===== src/hw/exit_pkg.sv =====
package exit_pkg;

  // Bus address and data are fixed at 32 bits.
  // One byte address on the AXI4-Lite bus.
  typedef logic [31:0] addr_t;

  // One bus data word, also used for the exit code.
  typedef logic [31:0] data_t;

  // Single-cycle memory request issued by the bridge.
  // The req field is a strobe that is high for exactly one cycle.
  typedef struct packed {
    logic  req;
    logic  we;
    addr_t addr;
    data_t wdata;
  } mem_req_t;

  // Exit event from the decoder into the status block.
  // The code is zero for a write to the exit-with-zero offset.
  typedef struct packed {
    logic  valid;
    data_t code;
  } exit_evt_t;

  // Register offsets inside the device.
  // Writing here ends the run with the written word.
  localparam logic [7:0] EXIT_CODE_OFS = 8'h04;
  // Writing here ends the run with code zero, whatever the data.
  localparam logic [7:0] EXIT_ZERO_OFS = 8'h10;

  // Write path states of the AXI4-Lite bridge.
  typedef enum logic [1:0] {
    IDLE = 2'd0,
    REQ  = 2'd1,
    RESP = 2'd2
  } bridge_state_e;

endpackage


===== src/hw/axi_lite_mem_bridge.sv =====
`timescale 1ns/1ps

module axi_lite_mem_bridge (
  input  logic               clk_i,
  input  logic               rst_ni,
  // Write address channel.
  input  logic               awvalid_i,
  input  exit_pkg::addr_t    awaddr_i,
  output logic               awready_o,
  // Write data channel.
  input  logic               wvalid_i,
  input  exit_pkg::data_t    wdata_i,
  output logic               wready_o,
  // Write response channel with OKAY responses only.
  output logic               bvalid_o,
  input  logic               bready_i,
  // Read address channel.
  input  logic               arvalid_i,
  input  exit_pkg::addr_t    araddr_i,
  output logic               arready_o,
  // Read data channel with OKAY responses only.
  output logic               rvalid_o,
  output exit_pkg::data_t    rdata_o,
  input  logic               rready_i,
  // Memory side.
  output exit_pkg::mem_req_t req_o,
  output exit_pkg::addr_t    rd_addr_o,
  input  exit_pkg::data_t    rd_data_i
);

  // Write state machine.
  exit_pkg::bridge_state_e state_q;
  exit_pkg::bridge_state_e state_d;

  // Write address and data held from the handshake until the strobe.
  exit_pkg::addr_t waddr_q;
  exit_pkg::data_t wdata_q;

  // Handshake qualifiers.
  logic aw_w_hs;
  logic ar_hs;

  // Read response register.
  logic            rvalid_q;
  exit_pkg::data_t rdata_q;

  // AW and W are taken together, and only when both are offered.
  // Nothing is accepted while a write is in flight or a B is pending.
  assign aw_w_hs   = (state_q == exit_pkg::IDLE) && awvalid_i && wvalid_i;
  assign awready_o = aw_w_hs;
  assign wready_o  = aw_w_hs;

  // Next-state logic of the write path.
  always_comb begin
    state_d = state_q;
    unique case (state_q)
      exit_pkg::IDLE: begin
        // Both channels handshake on this edge.
        if (aw_w_hs) begin
          state_d = exit_pkg::REQ;
        end
      end
      exit_pkg::REQ: begin
        // Strobe lasts one cycle only.
        state_d = exit_pkg::RESP;
      end
      exit_pkg::RESP: begin
        // Hold the response until the master takes it.
        if (bready_i) begin
          state_d = exit_pkg::IDLE;
        end
      end
      default: begin
        state_d = exit_pkg::IDLE;
      end
    endcase
  end

  always_ff @(posedge clk_i or negedge rst_ni) begin
    if (!rst_ni) begin
      state_q <= exit_pkg::IDLE;
    end else begin
      state_q <= state_d;
    end
  end

  // Capture address and data on the handshake edge.
  always_ff @(posedge clk_i) begin
    if (aw_w_hs) begin
      waddr_q <= awaddr_i;
      wdata_q <= wdata_i;
    end
  end

  // One write request per accepted write, issued from REQ.
  always_comb begin
    req_o.req   = (state_q == exit_pkg::REQ);
    req_o.we    = (state_q == exit_pkg::REQ);
    req_o.addr  = waddr_q;
    req_o.wdata = wdata_q;
  end

  // B is pending for the whole RESP state.
  assign bvalid_o = (state_q == exit_pkg::RESP);

  // Only one read is outstanding at a time.
  assign arready_o = !rvalid_q;
  assign ar_hs     = arvalid_i && arready_o;

  // The status block decodes the AR address combinationally.
  assign rd_addr_o = araddr_i;

  always_ff @(posedge clk_i or negedge rst_ni) begin
    if (!rst_ni) begin
      rvalid_q <= 1'b0;
    end else if (ar_hs) begin
      rvalid_q <= 1'b1;
    end else if (rready_i) begin
      // Response consumed.
      rvalid_q <= 1'b0;
    end
  end

  // Read data is sampled on the AR edge and held while R waits.
  always_ff @(posedge clk_i) begin
    if (ar_hs) begin
      rdata_q <= rd_data_i;
    end
  end

  assign rvalid_o = rvalid_q;
  assign rdata_o  = rdata_q;

  // A B response, once offered, stays up until the master accepts it.
  assert property (@(posedge clk_i) disable iff (!rst_ni)
    bvalid_o && !bready_i |=> bvalid_o)
    else $error("bvalid dropped before bready");

  // Each strobe follows an accepted write and carries its address and data.
  assert property (@(posedge clk_i) disable iff (!rst_ni)
    req_o.req |-> $past(aw_w_hs) && (req_o.addr == $past(awaddr_i))
      && (req_o.wdata == $past(wdata_i)))
    else $error("request strobe without a matching write handshake");

endmodule


===== src/hw/exit_decoder.sv =====
`timescale 1ns/1ps

module exit_decoder #(
  parameter int unsigned DECODE_BITS = 8
) (
  input  exit_pkg::mem_req_t  req_i,
  output exit_pkg::exit_evt_t evt_o
);

  // The offsets need at least 8 bits, and the address has 32.
  if (DECODE_BITS < 8 || DECODE_BITS > 32) begin : g_bad_decode_bits
    $error("DECODE_BITS must lie between 8 and 32");
  end

  // Low address bits that select a register.
  logic [DECODE_BITS-1:0] ofs;

  // Write strobe qualifier.
  logic wr;

  // Offset matches.
  logic hit_code;
  logic hit_zero;

  assign wr  = req_i.req && req_i.we;
  assign ofs = req_i.addr[DECODE_BITS-1:0];

  // Offsets are zero-extended, so upper decoded bits must be clear.
  assign hit_code = (ofs == DECODE_BITS'(exit_pkg::EXIT_CODE_OFS));
  assign hit_zero = (ofs == DECODE_BITS'(exit_pkg::EXIT_ZERO_OFS));

  always_comb begin
    evt_o.valid = wr && (hit_code || hit_zero);
    // Exit-with-zero ignores the written data.
    if (wr && hit_code) begin
      evt_o.code = req_i.wdata;
    end else begin
      evt_o.code = '0;
    end
  end

  // Reads never end the run.
  always_comb begin
    assert #0 (!evt_o.valid || (req_i.req && req_i.we))
      else $error("exit event without a write request");
  end

endmodule


===== src/hw/exit_status.sv =====
`timescale 1ns/1ps

module exit_status (
  input  logic                clk_i,
  input  logic                rst_ni,
  // Exit event from the decoder.
  input  exit_pkg::exit_evt_t evt_i,
  // Read-back port.
  input  exit_pkg::addr_t     rd_addr_i,
  output exit_pkg::data_t     rd_data_o,
  // Exit outputs to the simulation environment.
  output logic                exit_valid_o,
  output logic                exit_zero_o,
  output exit_pkg::data_t     exit_code_o
);

  // Width of the register offsets.
  localparam int unsigned ofs_bits = $bits(exit_pkg::EXIT_CODE_OFS);

  // Code is zero for an exit-with-zero event too.
  logic code_is_zero;

  assign code_is_zero = (evt_i.code == '0);

  always_ff @(posedge clk_i or negedge rst_ni) begin
    if (!rst_ni) begin
      exit_valid_o <= 1'b0;
      exit_zero_o  <= 1'b0;
      exit_code_o  <= '0;
    end else if (evt_i.valid) begin
      // Sticky until reset.
      exit_valid_o <= 1'b1;
      // Flag and code track the latest event.
      exit_zero_o  <= code_is_zero;
      exit_code_o  <= evt_i.code;
    end
  end

  // Only the exit-code register reads back. Other offsets give zero.
  always_comb begin
    if (rd_addr_i[ofs_bits-1:0] == exit_pkg::EXIT_CODE_OFS) begin
      rd_data_o = exit_code_o;
    end else begin
      rd_data_o = '0;
    end
  end

  // Once the run has ended, it stays ended.
  assert property (@(posedge clk_i) disable iff (!rst_ni)
    exit_valid_o |=> exit_valid_o)
    else $error("exit_valid_o fell without reset");

endmodule


===== src/hw/exit_device_top.sv =====
`timescale 1ns/1ps

module exit_device_top #(
  parameter int unsigned DECODE_BITS = 8
) (
  input  logic            clk_i,
  input  logic            rst_ni,
  // AXI4-Lite slave port.
  input  logic            awvalid_i,
  input  exit_pkg::addr_t awaddr_i,
  output logic            awready_o,
  input  logic            wvalid_i,
  input  exit_pkg::data_t wdata_i,
  output logic            wready_o,
  output logic            bvalid_o,
  input  logic            bready_i,
  input  logic            arvalid_i,
  input  exit_pkg::addr_t araddr_i,
  output logic            arready_o,
  output logic            rvalid_o,
  output exit_pkg::data_t rdata_o,
  input  logic            rready_i,
  // Exit outputs.
  output logic            exit_valid_o,
  output logic            exit_zero_o,
  output exit_pkg::data_t exit_code_o
);

  // Write strobe from the bridge.
  exit_pkg::mem_req_t  mem_req;
  // Decoded exit event.
  exit_pkg::exit_evt_t exit_evt;
  // Combinational read path.
  exit_pkg::addr_t     rd_addr;
  exit_pkg::data_t     rd_data;

  axi_lite_mem_bridge u_bridge (
    .clk_i     (clk_i),
    .rst_ni    (rst_ni),
    .awvalid_i (awvalid_i),
    .awaddr_i  (awaddr_i),
    .awready_o (awready_o),
    .wvalid_i  (wvalid_i),
    .wdata_i   (wdata_i),
    .wready_o  (wready_o),
    .bvalid_o  (bvalid_o),
    .bready_i  (bready_i),
    .arvalid_i (arvalid_i),
    .araddr_i  (araddr_i),
    .arready_o (arready_o),
    .rvalid_o  (rvalid_o),
    .rdata_o   (rdata_o),
    .rready_i  (rready_i),
    .req_o     (mem_req),
    .rd_addr_o (rd_addr),
    .rd_data_i (rd_data)
  );

  exit_decoder #(
    .DECODE_BITS (DECODE_BITS)
  ) u_decoder (
    .req_i (mem_req),
    .evt_o (exit_evt)
  );

  exit_status u_status (
    .clk_i        (clk_i),
    .rst_ni       (rst_ni),
    .evt_i        (exit_evt),
    .rd_addr_i    (rd_addr),
    .rd_data_o    (rd_data),
    .exit_valid_o (exit_valid_o),
    .exit_zero_o  (exit_zero_o),
    .exit_code_o  (exit_code_o)
  );

endmodule


===== config.mk =====
export PLATFORM = sky130hd
export DESIGN_NAME = exit_device_top
export DESIGN_NICKNAME = d
export VERILOG_FILES = /design/src/hw/exit_pkg.sv /design/src/hw/axi_lite_mem_bridge.sv /design/src/hw/exit_decoder.sv /design/src/hw/exit_status.sv /design/src/hw/exit_device_top.sv
export SDC_FILE = /design/constraint.sdc
export NUM_CORES = 1
export LEC_CHECK = 0
export BUFFER_PORTS_ARGS = -buffer_cell sky130_fd_sc_hd__buf_4
export CORE_ASPECT_RATIO = 0.5
export CORE_UTILIZATION = 52
export CTS_BUF_LIST = sky130_fd_sc_hd__clkbuf_8
export DETAILED_ROUTE_END_ITERATION = 8
export PLACE_DENSITY_LB_ADDON = 0.15
export SLEW_MARGIN = 15
export SYNTH_ARGS = -nofsm -noshare
export SYNTH_HDL_FRONTEND = slang
export SYNTH_SLANG_ARGS = --single-unit

===== constraint.sdc =====
create_clock -name clk_i -period 9.1 [get_ports clk_i]
set_input_delay 1.82 -clock clk_i [delete_from_list [all_inputs] [get_ports clk_i]]
set_output_delay 1.82 -clock clk_i [all_outputs]
set_load 0.02 [all_outputs]

==> load_flow_metrics.sql, run 1 <==
INSERT INTO impl_metrics (metric_group, metric, value, unit) VALUES
('run', 'maxCapViolations', '0', ''),
('clock_tree', 'cts-buffers-inserted', '9', ''),
('drt', 'drtPass1Iterations', '7', ''),
('floorplan', 'floorplan.initialDensity', '53.7', '%'),
('yosys', 'netlist_instances', '223', ''),
('timing', 'final_hold_viol_count', '0', ''),
('power_and_ir_drop', 'power_leakage', '0.00225', 'uW'),
('drt', 'avgViaCountPerCell', '5.13', ''),
('final_layout', 'postLayoutCoreUtil', '69.6', '%'),
('placement', 'buffer_ports.inserted', '125', ''),
('yosys', 'synth.yosys.seq_area_share', '78.2', '%'),
('timing', 'setup-tns-final', '0', 'ps'),
('worst_setup_path', 'worst_path_maximum_fanout', '42', ''),
('yosys', 'post_synth_num_cell_types', '28', ''),
('placement', 'placedCellCount', '437', ''),
('global_route', 'grt_max_degree', '43', ''),
('timing', 'slew_violations', '0', ''),
('clock_tree', 'cts_tree', 'built', ''),
('worst_setup_path', 'worst_setup_path_start_kind', 'input port', ''),
('clock_tree', 'cts.sink_count', '109', ''),
('power_and_ir_drop', 'power_density', '175', 'nW/um^2'),
('worst_setup_path', 'cp.arrival', '2790', 'ps'),
('yosys', 'syn_area', '3950', 'sq um'),
('outcome', 'status', 'finished, violations left', ''),
('drt', 'drt.antenna.violating_nets', '0', ''),
('worst_setup_path', 'worst-r2r-cell-count', '5', ''),
('yosys', 'syn_avg_cell_area', '17.7', 'sq um'),
('global_route', 'grtUsageTotal', '20.7', '%'),
('global_route', 'globalRoute.totalOverflow', '0', ''),
('final_layout', 'fillers', '505', ''),
('floorplan', 'floorplan.die.height', '63.6', 'um'),
('timing', 'timing.clock.skew', '7.38', 'ps'),
('yosys', 'synth_top_area_cell', 'edfxtp_1', ''),
('floorplan', 'fp-row-count', '22', ''),
('drt', 'vias', '2326', ''),
('floorplan', 'core', '7350', 'sq um'),
('yosys', 'yosys.area.top_type_share', '54.7', '%'),
('floorplan', 'top_level_ports', '174', ''),
('worst_setup_path', 'reg2reg_slack', '7100', 'ps'),
('placement', 'gp_routability_congestion', '0.704', ''),
('clock_tree', 'clk-insertion-delay-late', '370', 'ps'),
('worst_setup_path', 'cp-endpoint', 'awready_o', ''),
('placement', 'placed_cell_area', '4960', 'sq um'),
('clock_tree', 'clock_transition_at_path_regs', '90', 'ps'),
('timing', 'setup_violators_final', '0', ''),
('global_route', 'initial_antenna_violation_count', '0', ''),
('final_layout', 'diode_count', '0', ''),
('clock_tree', 'cts_max_path_buffers', '2', ''),
('final_layout', 'layout-drive-gt1-share', '48.2', '%'),
('power_and_ir_drop', 'peakVddDrop', '0.000112', 'V'),
('worst_setup_path', 'worstSetupPathType', 'in -> out', ''),
('timing', 'grt_setup_unrepaired', 'no', ''),
('floorplan', 'die_width', '125', 'um'),
('final_layout', 'post_route_non_filler_standard_cell_count', '453', ''),
('drt', 'drt_iter0_drc', '152', ''),
('yosys', 'synth_seq_cells', '109', ''),
('timing', 'min_period', '4610', 'ps'),
('yosys', 'synthesized_nets', '326', ''),
('final_layout', 'flow.area_growth_from_synthesis', '29.6', '%'),
('drt', 'drcViolationCount', '7', ''),
('clock_tree', 'clock_tree.root_cell', 'clkbuf_8', ''),
('worst_setup_path', 'crit_start', 'wvalid_i', ''),
('outcome', 'violations', 'design-rule violations', ''),
('drt', 'routed_wirelength', '7320', 'um'),
('timing', 'maxSlewHeadroom', '35.7', '%'),
('placement', 'dp.final_hpwl', '5070', 'um'),
('yosys', 'netlist_top_cells_area', 'edfxtp_1 (55%), dfrtp_1 (23%), a22o_2 (6.8%), and2_1 (5.1%), buf_6 (1.7%)', ''),
('worst_setup_path', 'worstReg2RegStart', 'u_bridge.waddr_q[0]', ''),
('clock_tree', 'cts_repair_resize_count', '0', ''),
('global_route', 'first_global_vias', '2375', ''),
('floorplan', 'dieArea', '7970', 'sq um');
[final cells by class]
type                    count  area (sq um)  share of cell area, %
flip-flops and latches    109          3090                   60.3
inverters                   3          11.3                  0.220
repair buffers            128           961                   18.8
well taps                  96           120                   2.35
clock buffers              10           138                   2.69
clock inverters             6          22.5                  0.440
multi-input cells         101           777                   15.2
[cells by family after synthesis]
group | Yosys count | synth area share, %
simple gates | 62 | 10.2
buf+inv | 13 | 2.47
flops | 109 | 78.2
compound gates | 39 | 9.12
[registers in the layout, indices dropped and copies added (netlist names)]
| signal | count |
|---|---|
| u_bridge.rdata_o | 32 |
| u_bridge.rvalid_o | 1 |
| u_bridge.state_q | 2 |
| u_bridge.waddr_q | 8 |
| u_bridge.wdata_q | 32 |
| u_status.exit_code_o | 32 |
| u_status.exit_valid_o | 1 |
| u_status.exit_zero_o | 1 |
[cell usage after synthesis]
cell type,instances
o2bb2ai_1,1
a21oi_1,2
clkbuf_1,3
nor4_4,1
o21ai_2,1
buf_6,6
nand4_1,2
a22o_2,27
or4_4,1
nand2b_1,3
or2b_1,1
dfrtp_1,37
o21a_1,1
nor4_1,8
buf_4,1
inv_1,3
nor3_4,1
or2_2,1
edfxtp_1,72
o21ai_0,1
nor3_1,3
a22o_1,4
nor2_1,5
and2_1,32
o21bai_1,2
nor2b_1,2
nand2_1,1
and4b_1,1
[metrics by stage]
step,hold WS (ps),power (uW),setup slack [ps]
6_report,496,897,4490
2_1_floorplan,443,612,1720
4_1_cts,499,908,4460
3_3_place_gp,451,658,4510
5_1_grt,508,939,4330
3_5_place_dp,478,662,4460
[worst min-delay path by stage]
stage | start | end | cells after the start | slack (ps)
after floorplan | u_bridge.state_q[0] | u_bridge.state_q[0] | 1 | 440
after global placement | u_status.exit_valid_o | u_status.exit_valid_o | 1 | 450
after detailed placement | u_status.exit_valid_o | u_status.exit_valid_o | 1 | 480
after CTS | u_status.exit_valid_o | u_status.exit_valid_o | 1 | 500
after global routing | u_status.exit_valid_o | u_status.exit_valid_o | 1 | 510
final | u_status.exit_valid_o | u_status.exit_valid_o | 1 | 500
[metal layers]
metal	routed length (um)	GRT usage (%)
met1	2910	25.5
met2	3820	34.3
met3	490	7.56
met4	93	7.16
met5	0	0
[cells in the final DEF (no fill, tap or decap), drive strengths merged]
cell	netlist	layout
a21oi	2	2
a22o	31	31
and2	32	32
and4b	1	1
buf	7	128
clkbuf	3	10
clkinv	0	3
dfrtp	37	37
edfxtp	72	72
inv	3	6
nand2	1	1
nand2b	3	3
nand4	2	2
nor2	5	5
nor2b	2	2
nor3	4	4
nor4	9	9
o21a	1	1
o21ai	2	2
o21bai	2	2
o2bb2ai	1	1
or2	1	1
or2b	1	1
or4	1	1
[critical path, stage by stage]
cell,delay (ps)
buf_4,80
nand2_1,70
nor3_2,110
buf_4,470
buf_4,240
[where the power goes]
part | switching [uW] | internal, uW
sequential | 11.1 | 556
clock | 146 | 101
combinational | 45.0 | 37.4
total | 202 | 695
Power figures use the tool's default switching activity.
==> inputs of run 2 (changes only) <==
--- a/config.mk
+++ b/config.mk
@@ -7,7 +7,7 @@
 export LEC_CHECK = 0
 export BUFFER_PORTS_ARGS = -buffer_cell sky130_fd_sc_hd__buf_4
 export CORE_ASPECT_RATIO = 0.5
-export CORE_UTILIZATION = 52
+export CORE_UTILIZATION = 44
 export CTS_BUF_LIST = sky130_fd_sc_hd__clkbuf_8
 export DETAILED_ROUTE_END_ITERATION = 8
 export PLACE_DENSITY_LB_ADDON = 0.15
==> constraint.sdc (replaced) <==
create_clock -name clk_i -period 3.8 [get_ports clk_i]
set_input_delay 0.76 -clock clk_i [delete_from_list [all_inputs] [get_ports clk_i]]
set_output_delay 0.76 -clock clk_i [all_outputs]
set_load 0.02 [all_outputs]
==> run 2 against run 1 <==
Against the previous run:
- the run now ends clean
- setup slack worse by 3000 ps
- first-iteration DRC count down 21%
- clock skew up 1.3 ps
- critical path depth stayed put
- global-route usage fell by 2.8 points
- utilization fell by 10 points
- clock power increased to 2.6 times the previous value
- non-clock buffer count up 1
- register-to-register slack got worse by 5500 ps
- via count increased by 0.60%
- sequential share of layout area fell by 0.76 points
- flip-flop and latch count did not move
- critical endpoint is now wready_o
==> load_flow_metrics.sql, run 2 (synthesis results as in run 1) <==
INSERT INTO impl_metrics (metric_group, metric, value, unit) VALUES
('outcome', 'status', 'completed', ''),
('floorplan', 'top_level_ports', '174', ''),
('worst_setup_path', 'worst_setup_path_start_kind', 'input port', ''),
('final_layout', 'multi_input_area', '783', 'sq um'),
('final_layout', 'flow.area_growth_from_synthesis', '31.2', '%'),
('clock_tree', 'clk-insertion-delay-late', '360', 'ps'),
('floorplan', 'floorplan.die.height', '69', 'um'),
('final_layout', 'layout_common_cells', 'buf_4 (129), edfxtp_1 (72), dfrtp_1 (37)', ''),
('clock_tree', 'cts_tree', 'built', ''),
('final_layout', 'postLayoutCoreUtil', '59.5', '%'),
('clock_tree', 'postCtsSetupRepairBufs', '0', ''),
('final_layout', 'sequential_cell_area', '3090', 'sq um'),
('run', 'maxCapViolations', '0', ''),
('timing', 'setup-tns-final', '0', 'ps'),
('placement', 'dp.final_hpwl', '5470', 'um'),
('floorplan', 'floorplan.initialDensity', '45.4', '%'),
('drt', 'drt.antenna.violating_nets', '0', ''),
('timing', 'worst_pin_slew', '1000', 'ps'),
('timing', 'timing.clock.skew', '8.72', 'ps'),
('drt', 'drtPass1Iterations', '4', ''),
('timing', 'maxSlewHeadroom', '33.1', '%'),
('placement', 'gp_routability_congestion', '0.710', ''),
('final_layout', 'layout-drive-gt1-share', '50.0', '%'),
('floorplan', 'fp-row-count', '24', ''),
('drt', 'vias', '2340', ''),
('worst_setup_path', 'critical_path_required', '3040', 'ps'),
('clock_tree', 'cts_max_path_buffers', '2', ''),
('floorplan', 'dieArea', '9380', 'sq um'),
('clock_tree', 'cts-buffers-inserted', '9', ''),
('timing', 'setup_ws', '1530', 'ps'),
('final_layout', 'layout.cells.most_common', 'buf_4', ''),
('drt', 'drcViolationCount', '0', ''),
('worst_setup_path', 'reg2reg_slack', '1620', 'ps'),
('drt', 'routed_wirelength', '7710', 'um'),
('drt', 'drt_iter0_drc', '120', ''),
('timing', 'final_hold_viol_count', '0', ''),
('timing', 'setup_violators_final', '0', ''),
('timing', 'achievable-frequency', '440', 'MHz'),
('timing', 'slew_violations', '0', ''),
('worst_hold_path', 'timing.hold.worst.class', 'in -> async', ''),
('power_and_ir_drop', 'power_density', '426', 'nW/um^2'),
('final_layout', 'diode_count', '0', ''),
('timing', 'min_period', '2270', 'ps'),
('power_and_ir_drop', 'peakVddDrop', '0.000207', 'V'),
('global_route', 'initial_antenna_violation_count', '0', ''),
('drt', 'route.detailed.wl_per_inst', '16.2', 'um'),
('global_route', 'grtUsageTotal', '18.0', '%'),
('global_route', 'wire_length_of_the_first_global_routing_pass', '12300', 'um'),
('global_route', 'first_global_vias', '2356', ''),
('worst_setup_path', 'endpoint_kind', 'primary output', ''),
('worst_setup_path', 'worst_path_maximum_fanout', '17', ''),
('clock_tree', 'clock_transition_at_path_regs', '100', 'ps'),
('clock_tree', 'cts_hold_repair.buffers', '0', ''),
('final_layout', 'net_count_final', '456', ''),
('final_layout', 'fillers', '709', ''),
('clock_tree', 'cts.sink_count', '109', ''),
('clock_tree', 'clock_tree.root_cell', 'clkbuf_8', ''),
('timing', 'timing.final.crit_share', '59.8', '%'),
('timing', 'grt_setup_unrepaired', 'no', ''),
('clock_tree', 'htreeDepth', '3', ''),
('worst_setup_path', 'cp.arrival', '1510', 'ps'),
('floorplan', 'core', '8710', 'sq um'),
('global_route', 'globalRoute.totalOverflow', '0', ''),
('drt', 'avgViaCountPerCell', '4.93', ''),
('global_route', 'grt_max_degree', '38', ''),
('floorplan', 'die_width', '136', 'um'),
('placement', 'buffer_ports.inserted', '125', ''),
('placement', 'preCtsSetupSlack', '1370', 'ps'),
('clock_tree', 'cts_repair_resize_count', '0', ''),
('worst_setup_path', 'worstSetupPathType', 'in -> out', ''),
('power_and_ir_drop', 'power_leakage', '0.00226', 'uW'),
('timing', 'final.hold.worst_slack', '346', 'ps');
## run 2: worst paths after layout
path	end	depth (start not counted)	startpoint
max	wready_o	5	wvalid_i
min	u_status.exit_code_o[19]	1	rst_ni
max reg2reg	u_status.exit_code_o[0]	4	u_bridge.waddr_q[0]
min reg2reg	u_status.exit_valid_o	1	u_status.exit_valid_o
max in group asynchronous	u_status.exit_code_o[5]	1	rst_ni
min in group clk_i	u_status.exit_valid_o	1	u_status.exit_valid_o
## run 2: cell type report
type                            count  share of cell area, %
Clock buffer                       11                   2.92
Clock inverter                      5                  0.652
Inverter                            3                  0.217
Multi-Input combinational cell    101                   15.1
Sequential cell                   109                   59.6
Tap cell                          117                   2.82
Timing Repair Buffer              129                   18.7
## run 2: layer usage
layer	global-route usage (%)	vias to the layer above	routed length, um
met5	0	-	0
met4	4.44	0	76
met3	5.59	10	445
met2	30.2	64	3950
met1	22.8	1166	3240
li1	-	1100	-
## run 2: worst max-delay path, stage by stage
cell and delay [ps]:
buf_4 80, nand2_1 90, nor3_4 110, buf_4 270, buf_4 190
## run 2: report_power, final
group	leakage [uW]	switching (uW)	internal (uW)	total, uW
Combinational	0.000963	110	91.0	201
Clock	0.0000996	375	275	650
Sequential	0.00120	27.3	1330	1360
## run 2: metrics by stage
stage / instance area [sq um] / instances / total power (uW)
after floorplan: 3960 / 223 / 1470
after global placement: 5000 / 459 / 1580
after detailed placement: 5000 / 459 / 1590
after CTS: 5180 / 475 / 2240
after global routing: 5180 / 475 / 2300
final: 5180 / 475 / 2210
==> inputs of run 3 (changes only) <==
--- a/config.mk
+++ b/config.mk
@@ -7,7 +7,7 @@
 export LEC_CHECK = 0
 export BUFFER_PORTS_ARGS = -buffer_cell sky130_fd_sc_hd__buf_4
 export CORE_ASPECT_RATIO = 0.5
-export CORE_UTILIZATION = 44
+export CORE_UTILIZATION = 49
 export CTS_BUF_LIST = sky130_fd_sc_hd__clkbuf_8
 export DETAILED_ROUTE_END_ITERATION = 8
 export PLACE_DENSITY_LB_ADDON = 0.15
==> constraint.sdc (replaced) <==
create_clock -name clk_i -period 2.36 [get_ports clk_i]
set_input_delay 0.472 -clock clk_i [delete_from_list [all_inputs] [get_ports clk_i]]
set_output_delay 0.472 -clock clk_i [all_outputs]
set_load 0.02 [all_outputs]
==> run 3 against run 2 <==
Against the previous run:
- sequential power is 61% higher
- critical endpoint is now u_status.exit_code_o[22]
- flip-flop and latch count stayed put
- clock power up 62%
- global-route usage is 1.6 points higher
- largest power group unchanged
- highest routed layer unchanged
- setup slack got worse by 1200 ps
- die area down 10%
- final area rose by 0.70%
- clock skew up 4.2 ps
- register-to-register slack got worse by 1300 ps
- sequential share of layout area down 0.41 points
- first-iteration DRC count down 22%
- non-clock buffer count increased by 3
==> load_flow_metrics.sql, run 3 (synthesis results as in run 1) <==
INSERT INTO impl_metrics (metric_group, metric, value, unit) VALUES
('timing', 'worst_pin_slew', '534', 'ps'),
('drt', 'routed_wirelength', '7550', 'um'),
('worst_setup_path', 'worstSetupPathType', 'reg -> reg', ''),
('clock_tree', 'cts-buffers-inserted', '9', ''),
('floorplan', 'floorplan.initialDensity', '52.2', '%'),
('drt', 'avgViaCountPerCell', '5.03', ''),
('timing', 'slew_violations', '0', ''),
('global_route', 'grt_max_degree', '38', ''),
('final_layout', 'fillers', '530', ''),
('placement', 'dp.final_hpwl', '5620', 'um'),
('placement', 'preCtsSetupSlack', '364', 'ps'),
('placement', 'gp_routability_congestion', '0.719', ''),
('floorplan', 'die_width', '129', 'um'),
('final_layout', 'layout.cells.most_common', 'buf_4', ''),
('worst_setup_path', 'critical_path_required', '2620', 'ps'),
('worst_setup_path', 'cp.arrival', '2280', 'ps'),
('final_layout', 'layout-drive-gt1-share', '49.3', '%'),
('clock_tree', 'postCtsSetupRepairBufs', '0', ''),
('global_route', 'first_global_vias', '2405', ''),
('drt', 'drcViolationCount', '0', ''),
('floorplan', 'floorplan.die.height', '65.5', 'um'),
('timing', 'setup_violators_final', '0', ''),
('worst_setup_path', 'worst_path_maximum_fanout', '25', ''),
('global_route', 'wire_length_of_the_first_global_routing_pass', '11700', 'um'),
('drt', 'vias', '2357', ''),
('final_layout', 'multi_input_area', '800', 'sq um'),
('timing', 'min_period', '2020', 'ps'),
('drt', 'drt_iter0_drc', '94', ''),
('power_and_ir_drop', 'peakVddDrop', '0.000393', 'V'),
('power_and_ir_drop', 'power_leakage', '0.00228', 'uW'),
('worst_hold_path', 'timing.hold.worst.class', 'in -> async', ''),
('global_route', 'globalRoute.totalOverflow', '0', ''),
('power_and_ir_drop', 'total_power_after_layout', '3570', 'uW'),
('clock_tree', 'cts_repair_resize_count', '0', ''),
('worst_setup_path', 'worst_setup_path_start_kind', 'flop', ''),
('timing', 'timing.final.crit_share', '85.8', '%'),
('timing', 'final_hold_viol_count', '0', ''),
('placement', 'buffer_ports.inserted', '125', ''),
('final_layout', 'diode_count', '0', ''),
('final_layout', 'post_route_non_filler_standard_cell_count', '469', ''),
('clock_tree', 'clock_tree.root_cell', 'clkbuf_8', ''),
('timing', 'final.hold.worst_slack', '65.8', 'ps'),
('floorplan', 'core', '7570', 'sq um'),
('timing', 'grt_setup_unrepaired', 'no', ''),
('outcome', 'status', 'completed', ''),
('clock_tree', 'htreeDepth', '3', ''),
('final_layout', 'layout_common_cells', 'buf_4 (131), edfxtp_1 (72), dfrtp_1 (37)', ''),
('power_and_ir_drop', 'power_density', '684', 'nW/um^2'),
('timing', 'achievable-frequency', '494', 'MHz'),
('clock_tree', 'cts_max_path_buffers', '2', ''),
('clock_tree', 'clk-insertion-delay-late', '360', 'ps'),
('worst_setup_path', 'endpoint_kind', 'flop', ''),
('timing', 'maxSlewHeadroom', '64.3', '%'),
('floorplan', 'dieArea', '8450', 'sq um'),
('final_layout', 'net_count_final', '459', ''),
('drt', 'drtPass1Iterations', '4', ''),
('final_layout', 'flow.area_growth_from_synthesis', '32.1', '%'),
('placement', 'placedCellCount', '453', ''),
('timing', 'timing.clock.skew', '12.9', 'ps'),
('floorplan', 'fp-row-count', '22', ''),
('floorplan', 'top_level_ports', '174', ''),
('clock_tree', 'cts_tree', 'built', ''),
('clock_tree', 'clock_transition_at_path_regs', '100', 'ps'),
('drt', 'drt.antenna.violating_nets', '0', ''),
('drt', 'route.detailed.wl_per_inst', '16.1', 'um'),
('clock_tree', 'cts_hold_repair.buffers', '0', ''),
('clock_tree', 'cts.sink_count', '109', ''),
('global_route', 'initial_antenna_violation_count', '0', ''),
('timing', 'setup_ws', '335', 'ps'),
('final_layout', 'postLayoutCoreUtil', '68.9', '%'),
('global_route', 'grtUsageTotal', '19.6', '%'),
('final_layout', 'sequential_cell_area', '3090', 'sq um'),
('run', 'maxCapViolations', '0', '');
## run 3: final cells by class
class                   count  area share (%)
clock buffers               9            2.37
flip-flops and latches    109            59.2
repair buffers            132            19.2
inverters                   3           0.216
well taps                 108            2.59
clock inverters             7            1.10
multi-input cells         101            15.3
## run 3: worst paths after layout
check / start / endpoint / slack (ps) / cells past startpoint
worst max-delay path: u_bridge.waddr_q[0] / u_status.exit_code_o[22] / 340 / 5
worst min-delay path: rst_ni / u_status.exit_code_o[25] / 70 / 1
worst max register to register: u_bridge.waddr_q[0] / u_status.exit_code_o[22] / 340 / 5
worst min register to register: u_status.exit_valid_o / u_status.exit_valid_o / 470 / 1
max in group asynchronous: rst_ni / u_bridge.rvalid_o / 1960 / 1
min in group clk_i: rready_i / u_bridge.rvalid_o / 280 / 2
## run 3: per-stage QoR
step	setup TNS (ps)	area, sq um
floorplan	-109	3980
global placement	0	5040
detailed placement	0	5040
CTS	0	5220
global route	0	5220
finish	0	5220
## run 3: routing by layer
layer | global-route usage (%) | wire, um
met2 | 35.1 | 4080
met3 | 6.35 | 465
met1 | 22.6 | 2950
met4 | 6.32 | 63
met5 | 0 | 0
## run 3: critical path: stages, from the launching register on
cell and delay (ps):
edfxtp_1 370, or4_4 580, nor3_4 250, o21ai_2 160, buf_4 260, a22o_2 290
## run 3: power breakdown
part / leakage [uW] / total [uW] / internal, uW / switching [uW]
clock network: 0.0000946 / 1050 / 475 / 573
registers: 0.00120 / 2190 / 2140 / 46.2
logic: 0.000986 / 332 / 155 / 177
total: 0.00228 / 3570 / 2770 / 796
